[config.mk]
export PLATFORM = sky130hd
export DESIGN_NAME = vmem_memory_stage
export DESIGN_NICKNAME = d
export VERILOG_FILES = /design/src/logic/vmem_pkg.sv /design/src/logic/vmem_address_scheduler.sv /design/src/logic/vmem_lane_align.sv /design/src/logic/vmem_memory_stage.sv
export SDC_FILE = /design/constraint.sdc
export NUM_CORES = 1
export LEC_CHECK = 0
export BUFFER_PORTS_ARGS = -buffer_cell sky130_fd_sc_hd__clkbuf_2
export CORE_AREA = 3 3 148 150
export CTS_CLUSTER_SIZE = 30
export DETAILED_ROUTE_END_ITERATION = 12
export DIE_AREA = 0 0 151 153
export GPL_TIMING_DRIVEN = 0
export PLACE_DENSITY = 0.74
export SLEW_MARGIN = 20
export SYNTH_ARGS = -nofsm -noshare
export SYNTH_HDL_FRONTEND = slang
export SYNTH_HIERARCHICAL = 1
export SYNTH_SLANG_ARGS = --single-unit
[constraint.sdc]
create_clock -name CLK -period 5.2 [get_ports CLK]
set_clock_uncertainty 0.1 [all_clocks]
set_input_delay 1.04 -clock CLK [delete_from_list [all_inputs] [get_ports CLK]]
set_output_delay 1.04 -clock CLK [all_outputs]
set_load 0.05 [all_outputs]
[src/logic/vmem_pkg.sv]
`default_nettype none

/*
  Vector memory stage shared definitions
  Bus word and address types, lane count, element widths and the
  Wishbone byte select type, plus the element alignment rule used
  by the address scheduler.
*/
package vmem_pkg;

  localparam int WORD_W    = 32;          // Wishbone data width
  localparam int NUM_LANES = 2;           // Element lanes per operation
  localparam int SEL_W     = WORD_W / 8;  // One select bit per byte

  typedef logic [WORD_W-1:0]    word_t;
  typedef logic [31:0]          addr_t;   // Byte address
  typedef logic [NUM_LANES-1:0] lane_mask_t;
  typedef logic [4:0]           vreg_t;
  typedef logic [SEL_W-1:0]     sel_t;

  // Element width of a load or store
  typedef enum logic [1:0] {
    EEW8  = 2'd0,
    EEW16 = 2'd1,
    EEW32 = 2'd2
  } eew_e;

  // An element must sit on a multiple of its own size
  function automatic logic misaligned(addr_t addr, eew_e eew);
    logic result;
    case (eew)
      EEW8: begin
        result = 1'b0;
      end
      EEW16: begin
        result = addr[0];
      end
      default: begin
        result = |addr[1:0];
      end
    endcase
    return result;
  endfunction

endpackage

`default_nettype wire

[src/logic/vmem_address_scheduler.sv]
`timescale 1ns/1ps
`default_nettype none

/*
  Vector load/store address scheduler
  Issues the word accesses of the active lanes one after the other as a
  Wishbone classic master, lane 0 first. Lanes that are masked off or
  misaligned get no access, an active misaligned lane raises its
  exception bit. Stores replicate the element over the word and select
  only its bytes.
*/
module vmem_address_scheduler (
  input  logic                 CLK,
  input  logic                 nRST,
  input  logic                 start,
  input  logic                 load,
  input  logic                 store,
  input  vmem_pkg::eew_e       eew,
  input  vmem_pkg::lane_mask_t lane_mask,
  input  vmem_pkg::addr_t      addr0,
  input  vmem_pkg::addr_t      addr1,
  input  vmem_pkg::word_t      sdata0,
  input  vmem_pkg::word_t      sdata1,
  output logic                 busy,
  output logic                 done,
  output vmem_pkg::lane_mask_t exc,
  output logic                 arrived0,
  output logic                 arrived1,
  output logic                 cyc,
  output logic                 stb,
  output logic                 we,
  output vmem_pkg::addr_t      adr,
  output vmem_pkg::sel_t       sel,
  output vmem_pkg::word_t      dat_w,
  input  logic                 ack
);

  typedef enum logic [2:0] {
    IDLE,
    LANE0,
    GAP,     // Bus idle between the two lanes
    LANE1,
    FINISH
  } state_e;

  state_e               state, next_state;
  vmem_pkg::lane_mask_t misal;
  vmem_pkg::lane_mask_t go;        // Lanes that need a bus access
  logic                 lane_sel;  // Lane 1 on the bus
  vmem_pkg::addr_t      cur_addr;
  vmem_pkg::word_t      cur_data;
  vmem_pkg::sel_t       store_sel;

  assign misal[0] = vmem_pkg::misaligned(addr0, eew);
  assign misal[1] = vmem_pkg::misaligned(addr1, eew);
  assign go       = lane_mask & ~misal;
  assign exc      = (load | store) ? (lane_mask & misal) : '0;

  always_comb begin
    next_state = state;
    case (state)
      IDLE: begin
        if (start) begin
          if (go[0]) begin
            next_state = LANE0;
          end else if (go[1]) begin
            next_state = LANE1;  // Bus already idle, no gap needed
          end else begin
            next_state = FINISH;
          end
        end
      end
      LANE0: begin
        if (ack) begin
          next_state = go[1] ? GAP : FINISH;
        end
      end
      GAP: begin
        next_state = LANE1;
      end
      LANE1: begin
        if (ack) begin
          next_state = FINISH;
        end
      end
      default: begin
        next_state = IDLE;   // FINISH lasts one cycle
      end
    endcase
  end

  always_ff @(posedge CLK, negedge nRST) begin
    if (nRST == 0) begin
      state <= IDLE;
    end else begin
      state <= next_state;
    end
  end

  assign busy     = (state != IDLE);
  assign done     = (state == FINISH);
  assign arrived0 = (state == LANE0) & ack;
  assign arrived1 = (state == LANE1) & ack;

  // Request held from state and stable upstream inputs until ack
  assign cyc      = (state == LANE0) || (state == LANE1);
  assign stb      = cyc;
  assign we       = cyc & store;
  assign lane_sel = (state == LANE1);
  assign cur_addr = lane_sel ? addr1 : addr0;
  assign cur_data = lane_sel ? sdata1 : sdata0;
  assign adr      = {cur_addr[31:2], 2'b00};

  always_comb begin
    case (eew)
      vmem_pkg::EEW8: begin
        store_sel = 4'b0001 << cur_addr[1:0];
        dat_w     = {4{cur_data[7:0]}};
      end
      vmem_pkg::EEW16: begin
        store_sel = 4'b0011 << cur_addr[1:0];
        dat_w     = {2{cur_data[15:0]}};
      end
      default: begin
        store_sel = 4'b1111;
        dat_w     = cur_data;
      end
    endcase
  end

  assign sel = store ? store_sel : 4'b1111;  // Loads fetch the whole word

endmodule

`default_nettype wire

[src/logic/vmem_lane_align.sv]
`timescale 1ns/1ps
`default_nettype none

/*
  Load lane aligner
  Moves one element of a returned bus word down to bit 0 using the
  byte offset of its address, then zero-extends it to a full word.
*/
module vmem_lane_align (
  input  vmem_pkg::word_t word,
  input  logic [1:0]      offset,
  input  vmem_pkg::eew_e  eew,
  output vmem_pkg::word_t element
);

  vmem_pkg::word_t shifted;

  // Byte offset times eight
  assign shifted = word >> {offset, 3'b000};

  always_comb begin
    case (eew)
      vmem_pkg::EEW8: begin
        element = {24'h0, shifted[7:0]};
      end
      vmem_pkg::EEW16: begin
        element = {16'h0, shifted[15:0]};
      end
      default: begin
        element = shifted;  // Full word, offset is zero here
      end
    endcase
  end

endmodule

`default_nettype wire

[src/logic/vmem_memory_stage.sv]
`timescale 1ns/1ps
`default_nettype none

/*
  Vector memory stage
  Hands loads and stores to the address scheduler and stalls the
  execute stage until the scheduler is done. Lane 0 load data waits in
  a buffer while lane 1 is fetched. Results, ALU pass-through values
  and lane exceptions go to writeback through a pipeline latch with
  flush.
*/
module vmem_memory_stage (
  input  logic                 CLK,
  input  logic                 nRST,
  input  logic                 valid,
  input  logic                 load,
  input  logic                 store,
  input  vmem_pkg::eew_e       eew,
  input  vmem_pkg::lane_mask_t lane_mask,
  input  vmem_pkg::addr_t      addr0,
  input  vmem_pkg::addr_t      addr1,
  input  vmem_pkg::word_t      sdata0,
  input  vmem_pkg::word_t      sdata1,
  input  vmem_pkg::word_t      alu0,
  input  vmem_pkg::word_t      alu1,
  input  vmem_pkg::vreg_t      vd,
  input  logic                 flush,
  output logic                 stall,
  output logic                 wb_valid,
  output vmem_pkg::vreg_t      wb_vd,
  output vmem_pkg::word_t      wb_data0,
  output vmem_pkg::word_t      wb_data1,
  output vmem_pkg::lane_mask_t wb_mask,
  output vmem_pkg::lane_mask_t wb_exc,
  output logic                 cyc,
  output logic                 stb,
  output logic                 we,
  output vmem_pkg::addr_t      adr,
  output vmem_pkg::sel_t       sel,
  output vmem_pkg::word_t      dat_w,
  input  vmem_pkg::word_t      dat_r,
  input  logic                 ack
);

  logic                 pending;   // Memory op waiting on the scheduler
  logic                 start;
  logic                 busy;
  logic                 done;
  logic                 accept;
  logic                 arrived0;
  logic                 arrived1;
  vmem_pkg::lane_mask_t exc;
  vmem_pkg::lane_mask_t lane_ok;
  vmem_pkg::word_t      load_buf0;
  vmem_pkg::word_t      load_buf1;
  vmem_pkg::word_t      elem0;
  vmem_pkg::word_t      elem1;
  vmem_pkg::word_t      next_data0;
  vmem_pkg::word_t      next_data1;

  assign pending = valid & (load | store);
  assign start   = pending & ~busy;
  assign stall   = pending & ~done;   // Released in the done cycle
  assign accept  = valid & ~stall;

  vmem_address_scheduler u_sched (
    .CLK       (CLK),
    .nRST      (nRST),
    .start     (start),
    .load      (load),
    .store     (store),
    .eew       (eew),
    .lane_mask (lane_mask),
    .addr0     (addr0),
    .addr1     (addr1),
    .sdata0    (sdata0),
    .sdata1    (sdata1),
    .busy      (busy),
    .done      (done),
    .exc       (exc),
    .arrived0  (arrived0),
    .arrived1  (arrived1),
    .cyc       (cyc),
    .stb       (stb),
    .we        (we),
    .adr       (adr),
    .sel       (sel),
    .dat_w     (dat_w),
    .ack       (ack)
  );

  // Load buffers, lane 1 is held too so the latch samples at done
  always_ff @(posedge CLK) begin
    if (arrived0) begin
      load_buf0 <= dat_r;
    end
    if (arrived1) begin
      load_buf1 <= dat_r;
    end
  end

  vmem_lane_align u_align0 (
    .word    (load_buf0),
    .offset  (addr0[1:0]),
    .eew     (eew),
    .element (elem0)
  );

  vmem_lane_align u_align1 (
    .word    (load_buf1),
    .offset  (addr1[1:0]),
    .eew     (eew),
    .element (elem1)
  );

  // Skipped lanes leave stale buffers behind, so zero them
  assign lane_ok = lane_mask & ~exc;

  always_comb begin
    if (load) begin
      next_data0 = lane_ok[0] ? elem0 : '0;
      next_data1 = lane_ok[1] ? elem1 : '0;
    end else if (store) begin
      next_data0 = '0;
      next_data1 = '0;
    end else begin
      next_data0 = alu0;     // Pass-through result
      next_data1 = alu1;
    end
  end

  // Writeback latch
  always_ff @(posedge CLK, negedge nRST) begin
    if (nRST == 0) begin
      wb_valid <= 1'b0;
      wb_exc   <= '0;
    end else if (flush) begin
      wb_valid <= 1'b0;
      wb_exc   <= '0;
    end else begin
      wb_valid <= accept;
      wb_exc   <= accept ? exc : '0;
    end
  end

  always_ff @(posedge CLK) begin
    if (accept) begin
      wb_vd    <= vd;
      wb_data0 <= next_data0;
      wb_data1 <= next_data1;
      wb_mask  <= lane_mask;
    end
  end

endmodule

`default_nettype wire

==> flow_summary.toml, run 1 <==
[clocking]
clk_path_buf_depth = 2
cts_inserted_buffers = 17
cts_resized = 0
cts.sinks = 141
htreeDepth = 4
clkSlewWorstSetupHoldPaths_ns = 0.06
post_cts.repair.setup_buffers = 0
tritoncts = "yes"
clock_latency_ns = 0.42
cts-root-buf = "clkbuf_16"
cts.hold.buffers_added = 0

[worst_setup_path]
critPathRequiredTime_ns = 4.06
crit_path_end_kind = "output pin"
cpPeakStageDelay_ns = 0.42
crit_top_cell = "clkbuf_2"
cp_max_fo = 9
slowest_stage = "a221oi_1"
worstPathCellList = "clkbuf_2, clkbuf_1, inv_1, a221oi_1, o21ai_1, clkbuf_2"
critPathArrivalTime_ns = 2.65
worstSetupPathType = "input port to output pin"
cp-start-kind = "input port"

[power]
p_per_area_mw_per_mm2 = 353
peakVddDrop_v = 0.000253
p_leak_uw = 0.00482

[sta]
worst_slew_pin_slew_ns = 0.786
fmax_mhz = 264
slew_headroom_pct = 47.6
setup_ws_ns = 1.41
rsz0062_at_grt = "no"
hold_viol_final = 0
post-route-period-util_pct = 72.9
setup-violations-final = 0
maxSlewViolCount = 0
period_minus_slack_ns = 3.79
holdWs_ns = 0.332

[routing]
postRouteAntennaNets = 0
drt-met1-wl_mm = 10.5
route.detailed.drc = 0
drt_first_pass_iters = 5
wl_mm = 29.4
drtIter0Drc = 681
top_layer = "met5"
met3_wirelength_mm = 2.95
vias_per_cell = 5.50
wl_per_cell_um = 22.3
dr_wl_met2_mm = 15.0
vias = 7268

[floorplanning]
rows = 53
core_mm2 = 0.0208
start_util_pct = 38.8
die_w_um = 151
die_h_um = 153
io_pins = 386
dieArea_mm2 = 0.0231

[place]
post-dp-hpwl_mm = 23.6
placed_cells = 1287
gp_congestion = 0.911
post-place-ws_ns = 1.33
numPortBuffers = 383

[worst_hold_path]
min_path_type = "input port to asynchronous set/reset pin"

[synthesis]
yosys-top-cells-count = "edfxtp_1, nand2_1, a32o_1, mux4_2, a211oi_1"
synth_top_area_share_pct = 50.1
yosysWarnings = 6
ys_types = 48
ys_seq_elements = 141
netlist_area_mm2 = 0.00808
synthArstFlopShare_pct = 4.26
synth_top_area_cell = "edfxtp_1"
synth-edff-count = 135
synthMostInstantiatedCell = "edfxtp_1"
yosysSeqAreaShare_pct = 52.0
yosys-top-cells-area = "edfxtp_1, mux4_2, a32o_1"
synth_ff_type = "edfxtp_1"
syn_inst = 624
synth_area_per_cell_um2 = 13.0

[finish]
instances_no_fill = 1321
final_nets = 1271
finish.utilization_pct = 52.9
drive_above_1_share_pct = 50.3
area_delta_synth_final_pct = 36.3

[global_routing]
antenna_found_initial = 5
track_usage_pct = 24.4
first_global_vias = 7155
grt-ovfl-total = 0
grt_max_degree = 33
grt_pass1_wl_mm = 41.7

[outcome]
status = "finished, final reports clean"

[run]
max_cap_viol_count = 0
## worst paths after layout
| kind | slack (ns) | from | cells after the start | end |
|---|---|---|---|---|
| max | 1.41 | eew[1] | 6 | sel[3] |
| min | 0.33 | nRST | 1 | wb_exc[0] |
| max reg2reg | 2.69 | u_sched/state[2] | 4 | load_buf1[12] |
| min reg2reg | 0.54 | u_sched/state[2] | 2 | u_sched/state[1] |
| max in group asynchronous | 4.52 | nRST | 1 | u_sched/state[0] |
| min in group CLK | 0.54 | u_sched/state[2] | 2 | u_sched/state[1] |
## cells in the final DEF, fill, tap and decap left out, types with 6 or more instances in the layout
| master | n |
|---|---|
| a211oi_1 | 31 |
| a32o_1 | 63 |
| and2_1 | 20 |
| and2b_1 | 9 |
| buf_2 | 19 |
| buf_4 | 19 |
| buf_6 | 16 |
| clkbuf_16 | 17 |
| clkbuf_2 | 384 |
| clkinvlp_4 | 7 |
| dfrtp_1 | 6 |
| edfxtp_1 | 135 |
| mux2_1 | 14 |
| mux2i_1 | 19 |
| mux4_2 | 38 |
| nand2_1 | 118 |
| nand2b_1 | 17 |
| nor2_1 | 24 |
| nor2b_1 | 15 |
| o21ai_0 | 7 |
## sequential cells by signal, indices dropped and copies added, names as in the netlist
name,count
wb_vd,5
wb_data0,32
wb_exc,2
load_buf0,32
wb_mask,2
u_sched/state,3
wb_data1,32
wb_valid,1
load_buf1,32
## cells by family (layout without fill, tap and decap cells)
family | Yosys count | count (layout) | share of synthesized area (%)
other | 1 | 4 | 0.0464
and+or+nand+nor | 226 | 226 | 13.9
DFF | 141 | 141 | 52.0
AOI/OAI and AO/OA | 121 | 121 | 12.8
buffers and inverters | 60 | 479 | 5.87
muxes | 74 | 74 | 15.3
xor gates and xnor gates | 1 | 1 | 0.108
## metrics by stage
stage | area (um^2) | total power, uW | setup TNS [ns]
2_1_floorplan | 8090 | 2370 | 0
3_3_place_gp | 10300 | 2740 | -124.36
3_5_place_dp | 10500 | 2770 | 0
4_1_cts | 11000 | 3900 | 0
5_1_grt | 11000 | 4020 | 0
6_report | 11000 | 3880 | 0
## where the power goes
group          total, uW  switching (uW)  internal (uW)  leakage [uW]
Sequential          1460            55.4           1400       0.00133
Combinational       1290             904            386       0.00324
Clock               1140             479            658      0.000248
## critical path: cells and delay by family
kind | cells | cell delay, ns
compound gates | 2 | 0.52
buf+inv | 4 | 1.09
## cell type report
cell class	count	area, um^2
multi-input cells	424	3430
diodes	2	5.00
clock inverters	13	119
repair buffers	387	2010
flip-flops and latches	141	4200
fillers	1813	9810
inverters	2	7.51
clock buffers	19	433
well taps	275	344
plain buffers	58	467
## layer usage
layer,GRT usage [%],vias to the layer above
li1,-,3260
met5,0,-
met1,28.6,3515
met2,42.3,432
met4,8.55,6
met3,7.12,55
(Power assumes the default switching activity.)
==> inputs of run 2 (changes only) <==
Settings changed: ABC_AREA set to 1, PLACE_DENSITY 0.74 to 0.78.
Clock period 5.2 ns to 3.4 ns, I/O delays scaled along.
==> run 2 against run 1 <==
- total power is 57% higher
- register-to-register slack got worse by 1.3 ns
- critical path depth fell by 1
- clock power rose by 62%
- utilization up 1.1 points
- synthesized cell count up 71%
- hold slack worse by 0.0053 ns
==> flow_summary.toml, run 2 <==
[outcome]
status = "finished, final reports clean"

[sta]
hold_viol_final = 0
setup-violations-final = 0
setup_ws_ns = 0.352
maxSlewViolCount = 0
fmax_mhz = 328
period_minus_slack_ns = 3.05
slew_headroom_pct = 45.3
worst_slew_pin_slew_ns = 0.817
post-route-period-util_pct = 89.6
holdWs_ns = 0.327
rsz0062_at_grt = "no"

[clocking]
clock_latency_ns = 0.42
clk_path_buf_depth = 2
tritoncts = "yes"
cts_inserted_buffers = 17
htreeDepth = 4
clkSlewWorstSetupHoldPaths_ns = 0.06
cts_resized = 0
cts-root-buf = "clkbuf_16"
cts.sinks = 141

[synthesis]
yosysWarnings = 6
yosys-top-cells-count = "nand2_1, edfxtp_1, nand3_1, nor2_1, inv_1"
synthMostInstantiatedCell = "nand2_1"
ys_types = 29
netlist_area_mm2 = 0.00829
synth_area_per_cell_um2 = 7.76
yosysSeqAreaShare_pct = 50.7
synth_top_area_share_pct = 48.9
ys_seq_elements = 141
syn_inst = 1069
synth_ff_type = "edfxtp_1"
yosys-top-cells-area = "edfxtp_1, nand2_1, nand3_1"
synth_top_area_cell = "edfxtp_1"
synthArstFlopShare_pct = 4.26
synth-edff-count = 135

[global_routing]
first_global_vias = 7998
grt-ovfl-total = 0
grt_pass1_wl_mm = 43.4
grt_max_degree = 60
antenna_found_initial = 1
track_usage_pct = 24.7

[routing]
vias_per_cell = 4.87
vias = 8588
drtIter0Drc = 754
wl_mm = 29.3
drt_first_pass_iters = 5
postRouteAntennaNets = 0
route.detailed.drc = 0
wl_per_cell_um = 16.6

[floorplanning]
rows = 53
start_util_pct = 39.8
core_mm2 = 0.0208
die_h_um = 153
die_w_um = 151
io_pins = 386
dieArea_mm2 = 0.0231

[worst_setup_path]
r2r_cells = 5
critPathRequiredTime_ns = 2.62
r2r_slack_ns = 1.41
worstSetupPathType = "input port to output pin"
cp_max_fo = 10
r2r_end = "wb_data1[6]"
crit_path_end_kind = "output pin"
r2r_start = "u_sched/state[2]"
cp-start-kind = "input port"
critPathArrivalTime_ns = 2.27

[finish]
final_cell_mix = "nand2_1, clkbuf_2, edfxtp_1"
drive_above_1_share_pct = 33.9
area_delta_synth_final_pct = 35.6
antenna_cells = 0
layout.cells.most_common = "nand2_1"
final_nets = 1715
n_fill_cell = 1981
final_cell_area_mm2 = 0.0112

[worst_hold_path]
hold_path_end = "wb_vd[1]"
holdPathStages = 1
min_path_type = "input port to register"
hp-start = "vd[1]"

[power]
p_per_area_mw_per_mm2 = 541
peakVddDrop_v = 0.000260
p_leak_uw = 0.00599

[place]
post-dp-hpwl_mm = 24.2
post-place-ws_ns = 0.210
numPortBuffers = 383
placed_area_mm2 = 0.0106
gp_congestion = 0.962

[run]
max_cap_viol_count = 0
## run 2: area by class of cell
class	instances	area (um^2)	share of cell area, %
multi-input combinational	769	3210	28.6
timing repair buffer	387	2000	17.8
tap	275	344	3.06
buffer	61	494	4.40
clock inverter	15	160	1.42
sequential	141	4200	37.4
inverter	98	398	3.54
clock buffer	17	425	3.78
## run 2: metrics by stage
step           total power, uW  std cells  TNS, ns  util (%)
6_report                  6080       1763        0      54.0
5_1_grt                   6340       1763        0      54.0
4_1_cts                   6100       1764        0      54.0
3_5_place_dp              4260       1731        0      51.1
3_3_place_gp              4220       1728   -27.03      50.7
2_1_floorplan             3640       1070        0         -
## run 2: worst max-delay path by stage
stage                         endpoint  slack [ns]             start
after detailed placement     dat_w[27]        0.21            eew[1]
after floorplan           load_buf0[0]        0.36  u_sched/state[0]
after CTS                    dat_w[27]        0.20            eew[1]
after global routing         dat_w[28]        0.13            eew[1]
final                        dat_w[28]        0.35            eew[1]
after global placement     wb_data1[6]       -0.31              load
## run 2: logic make-up after synthesis
group,count (synthesis),share of synthesized area (%)
simple gates,709,34.7
buf+inv,160,10.8
flops,141,50.7
compound gates,58,3.80
other cells,1,0.0452
## run 2: layer usage
metal / vias to the layer above / global-route usage, % / part of all wire [%]
li1: 4220 / - / -
met1: 3845 / 32.1 / 40
met2: 470 / 40.3 / 48
met3: 51 / 5.93 / 9.0
met4: 2 / 8.25 / 2.7
met5: - / 0 / 0.044
## run 2: power breakdown
part / switching (uW) / leakage (uW) / total, uW / internal [uW]
combinational: 1530 / 0.00438 / 2050 / 521
sequential: 68.7 / 0.00133 / 2190 / 2120
clock: 757 / 0.000280 / 1850 / 1090
total: 2350 / 0.00599 / 6080 / 3730
## run 2: worst max-delay path, stage by stage
cell and delay [ns]:
clkbuf_2 0.21, nor2_1 0.69, o211ai_1 0.19, nand3_1 0.19, clkbuf_2 0.30
## run 2: repair_timing
item | in CTS | in global routing
hold endpoints to repair | 6 | 0
hold buffers | 1 | 0
buffers inserted | 0 | 0
endpoints found under the setup margin | 0 | 3
